File: src/design/ddr4_cmd_pkg.sv
package ddr4_cmd_pkg;

    // DRAM address geometry
    localparam int COL_BITS = 4;  // Column within a row
    localparam int BA_BITS = 2;   // Bank within a bank group
    localparam int BG_BITS = 2;   // Bank group
    localparam int ROW_BITS = 8;  // Row within a bank

    localparam int NUM_BANKS = 2 ** (BG_BITS + BA_BITS);  // 16 banks over all groups

    // Flat host address, low to high: column, bank, bank group, row
    localparam int HOST_ADDR_BITS = COL_BITS + BA_BITS + BG_BITS + ROW_BITS;

    localparam int DRAM_ADDR_BITS = 17;  // A16..A0 on the DDR4 pins

    // Commands the scheduler can choose
    typedef enum logic [2:0] {
        NOP           = 3'd0,
        READ          = 3'd1,
        WRITE         = 3'd2,
        ACTIVATE      = 3'd3,
        PRECHARGE     = 3'd4,
        PRECHARGE_ALL = 3'd5,
        REFRESH       = 3'd6
    } dram_cmd_e;

    // Host request after the address split
    typedef struct packed {
        logic                write;  // High for a write access
        logic [BG_BITS-1:0]  bg;
        logic [BA_BITS-1:0]  ba;
        logic [ROW_BITS-1:0] row;
        logic [COL_BITS-1:0] col;
    } dram_req_t;

    // Command picked by the scheduler, before pin encoding
    typedef struct packed {
        dram_cmd_e           cmd;
        logic [BG_BITS-1:0]  bg;
        logic [BA_BITS-1:0]  ba;
        logic [ROW_BITS-1:0] row;
        logic [COL_BITS-1:0] col;
    } dram_sel_t;

    // DDR4 command/address pins, strobes active low
    typedef struct packed {
        logic                      cs_n;
        logic                      act_n;
        logic                      ras_n;  // Doubles as A16 during ACTIVATE
        logic                      cas_n;  // Doubles as A15
        logic                      we_n;   // Doubles as A14
        logic [BG_BITS-1:0]        bg;
        logic [BA_BITS-1:0]        ba;
        logic [DRAM_ADDR_BITS-1:0] addr;
    } dram_pins_t;

endpackage : ddr4_cmd_pkg

File: src/design/ddr4_req_queue.sv
`timescale 1ns/1ps

module ddr4_req_queue #(
    parameter int QUEUE_DEPTH = 8
) (
    input  logic                                    clk_in,
    input  logic                                    rst_in,
    input  logic                                    req_valid,
    input  logic                                    req_write,
    input  logic [ddr4_cmd_pkg::HOST_ADDR_BITS-1:0] req_addr,
    input  logic                                    pop,         // Head request fully issued
    output logic                                    req_ready,
    output logic                                    head_valid,
    output ddr4_cmd_pkg::dram_req_t                 head
);
    import ddr4_cmd_pkg::*;

    localparam int PTR_BITS = (QUEUE_DEPTH > 1) ? $clog2(QUEUE_DEPTH) : 1;

    dram_req_t mem [QUEUE_DEPTH];  // Entry storage
    dram_req_t enq_req;             // Incoming request, decoded

    logic [PTR_BITS-1:0] head_ptr;
    logic [PTR_BITS-1:0] tail_ptr;
    logic [PTR_BITS:0]   count;     // Entries held, 0..QUEUE_DEPTH
    logic [PTR_BITS:0]   tail_sum;  // head_ptr + count before wrap
    logic                enq;
    logic                deq;

    // Address split, column at the bottom
    always_comb begin
        enq_req.write = req_write;
        enq_req.col = req_addr[COL_BITS-1:0];
        enq_req.ba = req_addr[COL_BITS +: BA_BITS];
        enq_req.bg = req_addr[COL_BITS+BA_BITS +: BG_BITS];
        enq_req.row = req_addr[COL_BITS+BA_BITS+BG_BITS +: ROW_BITS];
    end

    assign req_ready = (count != (PTR_BITS+1)'(QUEUE_DEPTH));  // Not full
    assign head_valid = (count != '0);                        // Not empty
    assign enq = req_valid && req_ready;
    assign deq = pop && head_valid;

    // Tail slot wraps around the buffer end
    assign tail_sum = {1'b0, head_ptr} + count;
    assign tail_ptr = (tail_sum >= (PTR_BITS+1)'(QUEUE_DEPTH)) ?
        PTR_BITS'(tail_sum - (PTR_BITS+1)'(QUEUE_DEPTH)) : PTR_BITS'(tail_sum);

    always_ff @(posedge clk_in or posedge rst_in) begin
        if (rst_in) begin
            head_ptr <= '0;
            count <= '0;
        end else begin
            if (deq) begin
                head_ptr <= (head_ptr == PTR_BITS'(QUEUE_DEPTH - 1)) ? '0 : head_ptr + 1'b1;
            end
            case ({enq, deq})
                2'b10: count <= count + 1'b1;
                2'b01: count <= count - 1'b1;
                default: count <= count;  // Both or neither, size holds
            endcase
        end
    end

    always_ff @(posedge clk_in) begin
        if (enq) begin
            mem[tail_ptr] <= enq_req;
        end
    end

    assign head = mem[head_ptr];

endmodule : ddr4_req_queue

File: src/design/ddr4_bank_tracker.sv
`timescale 1ns/1ps

module ddr4_bank_tracker (
    input  logic                                                    clk_in,
    input  logic                                                    rst_in,
    input  logic                                                    issue_valid,
    input  ddr4_cmd_pkg::dram_sel_t                                 issued,
    output logic [ddr4_cmd_pkg::NUM_BANKS-1:0]                      open_banks,
    output logic [ddr4_cmd_pkg::NUM_BANKS-1:0][ddr4_cmd_pkg::ROW_BITS-1:0] open_rows
);
    import ddr4_cmd_pkg::*;

    logic [BG_BITS+BA_BITS-1:0] bank_idx;  // Flat bank number {bg, ba}
    logic [NUM_BANKS-1:0]       open_q;
    logic [NUM_BANKS-1:0][ROW_BITS-1:0] row_q;

    assign bank_idx = {issued.bg, issued.ba};

    // Open flag per bank
    always_ff @(posedge clk_in or posedge rst_in) begin
        if (rst_in) begin
            open_q <= '0;  // All banks precharged
        end else if (issue_valid) begin
            case (issued.cmd)
                ACTIVATE: open_q[bank_idx] <= 1'b1;
                PRECHARGE: open_q[bank_idx] <= 1'b0;
                PRECHARGE_ALL: open_q <= '0;
                default: open_q <= open_q;  // Accesses and refresh leave banks as they are
            endcase
        end
    end

    // Row held in each bank's sense amps, only meaningful while open
    always_ff @(posedge clk_in) begin
        if (issue_valid && issued.cmd == ACTIVATE) begin
            row_q[bank_idx] <= issued.row;
        end
    end

    assign open_banks = open_q;
    assign open_rows = row_q;

endmodule : ddr4_bank_tracker

File: src/design/ddr4_cmd_scheduler.sv
`timescale 1ns/1ps

module ddr4_cmd_scheduler #(
    parameter int PRECHARGE_LATENCY  = 5,    // tRP
    parameter int ACTIVATION_LATENCY = 8,    // tRCD
    parameter int ACCESS_LATENCY     = 4,    // Spacing after a read or write
    parameter int REFRESH_LATENCY    = 12,   // tRFC
    parameter int REFRESH_INTERVAL   = 200
) (
    input  logic                                                    clk_in,
    input  logic                                                    rst_in,
    input  logic                                                    head_valid,
    input  ddr4_cmd_pkg::dram_req_t                                 head,
    input  logic [ddr4_cmd_pkg::NUM_BANKS-1:0]                      open_banks,
    input  logic [ddr4_cmd_pkg::NUM_BANKS-1:0][ddr4_cmd_pkg::ROW_BITS-1:0] open_rows,
    output logic                                                    pop,
    output logic                                                    issue_valid,
    output ddr4_cmd_pkg::dram_sel_t                                 issued
);
    import ddr4_cmd_pkg::*;

    // Widest latency sets the wait counter size
    localparam int MAX_PA = (PRECHARGE_LATENCY > ACTIVATION_LATENCY) ?
                            PRECHARGE_LATENCY : ACTIVATION_LATENCY;
    localparam int MAX_CR = (ACCESS_LATENCY > REFRESH_LATENCY) ?
                            ACCESS_LATENCY : REFRESH_LATENCY;
    localparam int WAIT_MAX = (MAX_PA > MAX_CR) ? MAX_PA : MAX_CR;
    localparam int WAIT_BITS = $clog2(WAIT_MAX + 1);
    localparam int REF_BITS = $clog2(REFRESH_INTERVAL + 1);

    typedef enum logic [1:0] {
        IDLE,          // Free to issue
        WAIT,          // Spacing after a request command or REFRESH
        REFRESH_PEND   // Banks closing, REFRESH goes out when the count ends
    } sched_state_e;

    sched_state_e          state;
    logic [WAIT_BITS-1:0]  wait_cnt;  // Cycles left of the last command's latency
    logic [REF_BITS-1:0]   ref_cnt;
    logic                  ref_pend;  // Refresh tick not yet served
    logic                  mid_req;   // Head request has PRE or ACT out already
    logic                  can_go;
    logic                  ref_go;
    logic [BG_BITS+BA_BITS-1:0] head_bank;
    logic                  head_hit;

    assign head_bank = {head.bg, head.ba};
    assign head_hit = open_banks[head_bank] && (open_rows[head_bank] == head.row);

    // Last cycle of a wait may already carry the next command
    assign can_go = (state == IDLE) || (state == WAIT && wait_cnt == '0);
    assign ref_go = (state == REFRESH_PEND) && (wait_cnt == '0);

    // Next command choice
    always_comb begin
        issued = '{cmd: NOP, bg: '0, ba: '0, row: '0, col: '0};
        issue_valid = 1'b0;
        pop = 1'b0;
        if (ref_go) begin
            issued.cmd = REFRESH;
            issue_valid = 1'b1;
        end else if (can_go && ref_pend && !mid_req) begin
            // Refresh wins at a request boundary
            issued.cmd = (|open_banks) ? PRECHARGE_ALL : REFRESH;
            issue_valid = 1'b1;
        end else if (can_go && head_valid) begin
            issued.bg = head.bg;
            issued.ba = head.ba;
            issued.row = head.row;
            issued.col = head.col;
            issue_valid = 1'b1;
            if (!open_banks[head_bank]) begin
                issued.cmd = ACTIVATE;     // Closed bank
            end else if (!head_hit) begin
                issued.cmd = PRECHARGE;    // Row conflict
            end else begin
                issued.cmd = head.write ? WRITE : READ;
                pop = 1'b1;                // Last command of the request
            end
        end
    end

    // Latency tracking
    always_ff @(posedge clk_in or posedge rst_in) begin
        if (rst_in) begin
            state <= IDLE;
            wait_cnt <= '0;
            mid_req <= 1'b0;
        end else if (issue_valid) begin
            state <= WAIT;
            mid_req <= (issued.cmd == ACTIVATE) || (issued.cmd == PRECHARGE);
            case (issued.cmd)
                ACTIVATE: wait_cnt <= WAIT_BITS'(ACTIVATION_LATENCY - 1);
                PRECHARGE: wait_cnt <= WAIT_BITS'(PRECHARGE_LATENCY - 1);
                PRECHARGE_ALL: begin
                    state <= REFRESH_PEND;
                    wait_cnt <= WAIT_BITS'(PRECHARGE_LATENCY - 1);
                end
                REFRESH: wait_cnt <= WAIT_BITS'(REFRESH_LATENCY - 1);
                default: wait_cnt <= WAIT_BITS'(ACCESS_LATENCY - 1);  // READ or WRITE
            endcase
        end else if (wait_cnt != '0) begin
            wait_cnt <= wait_cnt - 1'b1;
        end else if (state == WAIT) begin
            state <= IDLE;  // Nothing was ready when the wait ended
        end
    end

    // Refresh interval, paused while a tick is waiting to be served
    always_ff @(posedge clk_in or posedge rst_in) begin
        if (rst_in) begin
            ref_cnt <= '0;
            ref_pend <= 1'b0;
        end else if (ref_pend) begin
            if (issue_valid && issued.cmd == REFRESH) begin
                ref_pend <= 1'b0;
            end
        end else if (ref_cnt == REF_BITS'(REFRESH_INTERVAL - 1)) begin
            ref_cnt <= '0;
            ref_pend <= 1'b1;
        end else begin
            ref_cnt <= ref_cnt + 1'b1;
        end
    end

endmodule : ddr4_cmd_scheduler

File: src/design/ddr4_cmd_encoder.sv
`timescale 1ns/1ps

module ddr4_cmd_encoder (
    input  logic                     clk_in,
    input  logic                     rst_in,
    input  logic                     issue_valid,
    input  ddr4_cmd_pkg::dram_sel_t  issued,
    output ddr4_cmd_pkg::dram_pins_t dram_cmd
);
    import ddr4_cmd_pkg::*;

    // Deselect, every strobe high
    localparam dram_pins_t PINS_NOP = '{
        cs_n: 1'b1, act_n: 1'b1, ras_n: 1'b1, cas_n: 1'b1, we_n: 1'b1,
        bg: '0, ba: '0, addr: '0
    };

    dram_pins_t pins_d;

    // DDR4 command truth table
    always_comb begin
        pins_d = PINS_NOP;
        if (issue_valid && issued.cmd != NOP) begin
            pins_d.cs_n = 1'b0;
            pins_d.bg = issued.bg;
            pins_d.ba = issued.ba;
            case (issued.cmd)
                ACTIVATE: begin
                    pins_d.act_n = 1'b0;
                    pins_d.addr = {{(DRAM_ADDR_BITS-ROW_BITS){1'b0}}, issued.row};
                    // RAS/CAS/WE carry row bits A16..A14 here
                    pins_d.ras_n = pins_d.addr[16];
                    pins_d.cas_n = pins_d.addr[15];
                    pins_d.we_n = pins_d.addr[14];
                end
                READ, WRITE: begin
                    pins_d.cas_n = 1'b0;
                    pins_d.we_n = (issued.cmd == READ);  // Low for a write
                    pins_d.addr = {{(DRAM_ADDR_BITS-COL_BITS){1'b0}}, issued.col};
                end
                PRECHARGE: begin
                    pins_d.ras_n = 1'b0;
                    pins_d.we_n = 1'b0;  // A10 stays low, one bank
                end
                PRECHARGE_ALL: begin
                    pins_d.ras_n = 1'b0;
                    pins_d.we_n = 1'b0;
                    pins_d.bg = '0;
                    pins_d.ba = '0;
                    pins_d.addr[10] = 1'b1;  // A10 high selects all banks
                end
                default: begin  // REFRESH
                    pins_d.ras_n = 1'b0;
                    pins_d.cas_n = 1'b0;
                    pins_d.bg = '0;
                    pins_d.ba = '0;
                end
            endcase
        end
    end

    always_ff @(posedge clk_in or posedge rst_in) begin
        if (rst_in) begin
            dram_cmd <= PINS_NOP;
        end else begin
            dram_cmd <= pins_d;
        end
    end

endmodule : ddr4_cmd_encoder

File: src/design/ddr4_cmd_ctrl.sv
`timescale 1ns/1ps

module ddr4_cmd_ctrl #(
    parameter int QUEUE_DEPTH        = 8,
    parameter int PRECHARGE_LATENCY  = 5,
    parameter int ACTIVATION_LATENCY = 8,
    parameter int ACCESS_LATENCY     = 4,
    parameter int REFRESH_LATENCY    = 12,
    parameter int REFRESH_INTERVAL   = 200
) (
    input  logic                                    clk_in,
    input  logic                                    rst_in,
    input  logic                                    req_valid,
    input  logic                                    req_write,
    input  logic [ddr4_cmd_pkg::HOST_ADDR_BITS-1:0] req_addr,
    output logic                                    req_ready,
    output ddr4_cmd_pkg::dram_pins_t                dram_cmd
);
    import ddr4_cmd_pkg::*;

    dram_req_t head;        // Oldest queued request
    logic      head_valid;
    logic      pop;
    dram_sel_t issued;      // Command chosen this cycle
    logic      issue_valid;
    logic [NUM_BANKS-1:0]               open_banks;
    logic [NUM_BANKS-1:0][ROW_BITS-1:0] open_rows;

    ddr4_req_queue #(
        .QUEUE_DEPTH(QUEUE_DEPTH)
    ) u_queue (
        .clk_in    (clk_in),
        .rst_in    (rst_in),
        .req_valid (req_valid),
        .req_write (req_write),
        .req_addr  (req_addr),
        .pop       (pop),
        .req_ready (req_ready),
        .head_valid(head_valid),
        .head      (head)
    );

    ddr4_bank_tracker u_banks (
        .clk_in     (clk_in),
        .rst_in     (rst_in),
        .issue_valid(issue_valid),
        .issued     (issued),
        .open_banks (open_banks),
        .open_rows  (open_rows)
    );

    ddr4_cmd_scheduler #(
        .PRECHARGE_LATENCY (PRECHARGE_LATENCY),
        .ACTIVATION_LATENCY(ACTIVATION_LATENCY),
        .ACCESS_LATENCY    (ACCESS_LATENCY),
        .REFRESH_LATENCY   (REFRESH_LATENCY),
        .REFRESH_INTERVAL  (REFRESH_INTERVAL)
    ) u_sched (
        .clk_in     (clk_in),
        .rst_in     (rst_in),
        .head_valid (head_valid),
        .head       (head),
        .open_banks (open_banks),
        .open_rows  (open_rows),
        .pop        (pop),
        .issue_valid(issue_valid),
        .issued     (issued)
    );

    // Pins lag the choice by one cycle
    ddr4_cmd_encoder u_enc (
        .clk_in     (clk_in),
        .rst_in     (rst_in),
        .issue_valid(issue_valid),
        .issued     (issued),
        .dram_cmd   (dram_cmd)
    );

endmodule : ddr4_cmd_ctrl

File: config.mk
export PLATFORM = sky130hd
export DESIGN_NAME = ddr4_cmd_ctrl
export DESIGN_NICKNAME = d
export VERILOG_FILES = /design/src/design/ddr4_cmd_pkg.sv /design/src/design/ddr4_req_queue.sv /design/src/design/ddr4_bank_tracker.sv /design/src/design/ddr4_cmd_scheduler.sv /design/src/design/ddr4_cmd_encoder.sv /design/src/design/ddr4_cmd_ctrl.sv
export SDC_FILE = /design/constraint.sdc
export NUM_CORES = 1
export LEC_CHECK = 0
export ABC_AREA = 1
export BUFFER_PORTS_ARGS = -buffer_cell sky130_fd_sc_hd__buf_4
export CAP_MARGIN = 20
export CORE_MARGIN = 2
export CORE_UTILIZATION = 35
export CTS_BUF_LIST = sky130_fd_sc_hd__clkbuf_8 sky130_fd_sc_hd__clkbuf_16
export DETAILED_ROUTE_END_ITERATION = 7
export GPL_TIMING_DRIVEN = 0
export SETUP_SLACK_MARGIN = 0.2
export SYNTH_ARGS = -nofsm -noshare
export SYNTH_HDL_FRONTEND = slang
export SYNTH_SLANG_ARGS = --single-unit
File: constraint.sdc
create_clock -name clk_in -period 5.8 [get_ports clk_in]
set_input_delay 1.16 -clock clk_in [delete_from_list [all_inputs] [get_ports clk_in]]
set_output_delay 1.16 -clock clk_in [all_outputs]
set_load 0.05 [all_outputs]
==> Implementation_results.wiki <==
{| class="wikitable"
! Metric !! Value
|-
| Reg-to-Reg Start || u_queue.head_ptr[1]$_DFFE_PP0P_
|-
| Final Hold Slack || 470.3 ps
|-
| Global routing usage summed across all routing layers || 16.81%
|-
| Setup TNS after final layout || 0 ps
|-
| Cell row count || 72
|-
| Initial core utilization || 35.65%
|-
| Unrepaired setup endpoints after global routing || false
|-
| Nets || 1387
|-
| Data required time of the worst path || 6210 ps
|-
| Max Cap Viol || 0
|-
| Overflow left after global routing || 0
|-
| Number of buffers created by CTS || 36
|-
| DR pass1 iterations || 7
|-
| Worst clock skew || 16.45 ps
|-
| Critical hold path startpoint || u_sched.ref_cnt[7]$_DFFE_PP0N_
|-
| Syn_area_per_cell || 10.98 um2
|-
| Floorplan die width || 202.9 um
|-
| Worst vdd ir || 0.2366 mV
|-
| Flip-flop and latch count after synthesis || 321
|-
| Latest clock arrival within the worst-skew pair || 530 ps
|-
| Reported leakage power || 0.006303 uW
|-
| Kind of critical path || reg -> reg
|-
| Count of flip-flops with a built-in enable after synthesis || 264
|-
| Unique cell type count in the Yosys netlist || 42
|-
| Top cell type's share of synthesized area || 57.27%
|-
| Post-route clock period utilization || 81.35%
|-
| Total number of vias || 9658
|-
| Most utilized layer in the global route result || met2
|-
| H-tree depth reported by CTS || 2
|-
| Tightest Hold Check Type || reg -> reg
|-
| Fraction of met3 tracks used by global routing || 2.697%
|-
| Met1 Usage GRT || 22.63%
|-
| Die outline area || 0.04116 mm2
|-
| Least-Margin Pin Slew || 1065 ps
|-
| Clk root buf || clkbuf_16
|-
| Worst-path clk slew || 60 ps
|-
| Synth-to-layout area growth || 17.20%
|-
| Ant. Diodes || 0
|-
| Crit path arrival time || 5120 ps
|-
| CTS tree || yes
|-
| Number of instances in the synthesized netlist || 1261
|-
| Final Slew Violations || 0
|-
| Post-synthesis cell area || 0.01384 mm2
|-
| Wirelength per Cell || 18.19 um
|-
| Global placement routability congestion || 0.8516
|-
| FFs w/ async S/R, synth || 17.76%
|-
| Total number of clock tree sinks || 321
|-
| Synth top area cells || edfxtp_1 (57%), dfrtp_1 (9.4%), nand2_1 (7.9%), nand3_1 (7.0%), nor2_1 (3.3%)
|-
| Post-CTS Repair Setup Buffers || 0
|-
| Start point of the critical path || u_queue.head_ptr[1]$_DFFE_PP0P_
|-
| Port Buf Inserts || 38
|-
| Final critical-path required period || 4718 ps
|-
| Type of destination of the critical path || register
|-
| Utilization after layout || 41.79%
|-
| DRC viols || 0
|-
| Core area || 0.03883 mm2
|-
| Total setup violations reported at the end of the flow || 0
|-
| Global-route wire length before repair || 53.74 mm
|-
| Via-per-instance ratio || 5.086
|-
| Worst slew margin relative to its limit || 28.72%
|-
| Post-synth top area cell || edfxtp_1
|-
| Gates resized, CTS repair || 0
|-
| Vias in the first global route || 9562
|-
| Layout cells sized above 1 || 13.83%
|-
| Post-detail-place hpwl || 23.41 mm
|-
| Number of synthesis warnings || 0
|-
| Achievable Freq || 212.0 MHz
|-
| Outcome || finished clean
|-
| Antenna violations before repair || 0
|-
| Register area share after synthesis || 67.62%
|-
| Sort of element at the start of the critical path || register
|-
| Pin count of the biggest net entering global routing || 42
|-
| Overall routed net length || 34.54 mm
|-
| Clk buf depth || 3
|-
| Dominant synthesized flop cell || edfxtp_1
|-
| Largest driver fanout on the critical path || 10
|-
| Vertical die dimension || 202.9 um
|-
| Post-CTS Hold Fix Bufs || 0
|-
| DRC violation total after the first TritonRoute iteration || 712
|-
| Met2 usage in global routing || 27.76%
|-
| Routed Antenna Nets || 0
|-
| Ratio of total power to cell area || 292.5 mW/mm2
|-
| I/O Pins || 47
|-
| Final Hold Vio Count || 0
|}
-- cells in the mapped netlist, types with 3 or more instances --
master / n
o221ai_1: 6
buf_4: 14
buf_2: 23
dfstp_2: 5
nand3b_1: 6
o21ai_0: 32
inv_2: 5
dfrtp_1: 52
nand3_1: 193
nand2_2: 3
nor2_1: 120
nor3_2: 9
edfxtp_1: 264
nand4_1: 4
o21ai_1: 5
a32o_1: 14
inv_1: 80
ha_1: 8
a22oi_1: 5
nor3_1: 13
a211oi_1: 3
buf_1: 10
nand2_1: 293
xor2_1: 6
clkbuf_1: 11
a21oi_1: 44
buf_6: 7
nor4_1: 5
-- placed cells by master, fill, tap and decap left out, types with 3 or more instances in the layout --
cell type   Yosys  routed
nand2_1       293     293
edfxtp_1      264     264
nand3_1       193     193
nor2_1        120     112
inv_1          80      85
buf_4          14      54
dfrtp_1        52      52
a21oi_1        44      44
clkbuf_16       0      36
o21ai_0        32      32
buf_2          23      23
a32o_1         14      14
nor3_1         13      13
clkbuf_1       11      11
buf_6           7      10
buf_1          10      10
nor2_2          2      10
nor3_2          9       9
ha_1            8       8
conb_1          1       8
clkinv_2        0       8
inv_2           5       6
nand3b_1        6       6
o221ai_1        6       6
xor2_1          6       6
buf_16          0       6
a22oi_1         5       5
o21ai_1         5       5
nor4_1          5       5
dfstp_2         5       5
nand4_1         4       4
nand2_2         3       3
inv_6           1       3
a211oi_1        3       3
clkinvlp_4      0       3
bufinv_16       0       3
-- report_power, final --
group,total [uW],leakage [uW],internal (uW),switching (uW)
Sequential,2480,0.00312,2480,0
Clock,2220,0.000587,1290,928
Combinational,46.2,0.00260,13.7,32.5
Total,4750,0.00630,3790,960
-- per-stage QoR --
step | instance area (um2) | power, uW | worst slack [ps] | instances
4_1_cts | 16220 | 4782 | 1090 | 1898
3_3_place_gp | 14800 | 2572 | 1155 | 1824
3_5_place_dp | 15060 | 2575 | 1119 | 1836
5_1_grt | 16220 | 4872 | 725.0 | 1899
6_report | 16220 | 4746 | 1082 | 1899
2_1_floorplan | 13870 | 2550 | 2358 | 1268
-- layer usage --
metal | vias up | wire length (um)
met1 | 4726 | 15170
met3 | 69 | 1988
met5 | - | 0
met2 | 309 | 16370
met4 | 0 | 1009
li1 | 4554 | -
-- cell type report --
cell class	count	area, um2
Buffer	65	377.9
Clock buffer	37	914.6
Clock inverter	25	237.7
Fill cell	3602	22600
Inverter	89	341.6
Multi-Input combinational cell	793	3810
Sequential cell	321	9360
Tap cell	518	648.1
Timing Repair Buffer	51	534.3
-- flip-flops by register name, summed over array words and instances, names as in the netlist --
register / count
u_sched.ref_pend: 1
u_sched.state: 2
u_banks.open_rows: 128
u_banks.open_banks: 16
u_sched.wait_cnt: 4
u_queue.count: 4
u_sched.mid_req: 1
u_queue.mem: 136
u_sched.ref_cnt: 8
u_enc.dram_cmd: 18
u_queue.head_ptr: 3
-- worst paths after layout --
check	endpoint	slack [ps]	depth (start not counted)
worst min-delay path	u_sched.ref_cnt[7]$_DFFE_PP0N_	470	1
worst max-delay path	u_queue.count[3]$_DFFE_PP0P_	1080	23
max in group asynchronous	u_enc.dram_cmd[25]$_DFF_PP1_	4520	3
worst min register to register	u_sched.ref_cnt[7]$_DFFE_PP0N_	470	1
worst max register to register	u_queue.count[3]$_DFFE_PP0P_	1080	23
min in group asynchronous	u_queue.head_ptr[2]$_DFFE_PP0P_	650	2
-- cell families (layout without fill, tap and decap cells) --
kind of cell	after synthesis	in the layout	synth area share, %
and+or+nand+nor	653	653	20.65
buffers and inverters	154	267	5.197
adders and majority gates	10	10	1.012
other	1	8	0.02709
xor gates and xnor gates	8	8	0.5062
DFF	321	321	67.62
AOI/OAI and AO/OA	114	114	4.989
-- worst max-delay path: stages, from the launching register on --
cell      delay (ps)
dfrtp_1          540
clkbuf_1         520
nand3_1          170
nand2_1           90
nand2_1           60
nand2_2          280
buf_2            370
nand3_1          130
nand3_1          200
nand3b_1         100
nand2_1           90
nand2_1           60
nor2_2           170
nand2_1          130
nor3_2           380
ha_1             300
ha_1             280
nand2_1           70
nor2_1            40
a211oi_1         230
nor2_1            70
nor2_1            90
nand2_1           70
xor2_1           130
(Power assumes the default switching activity.)
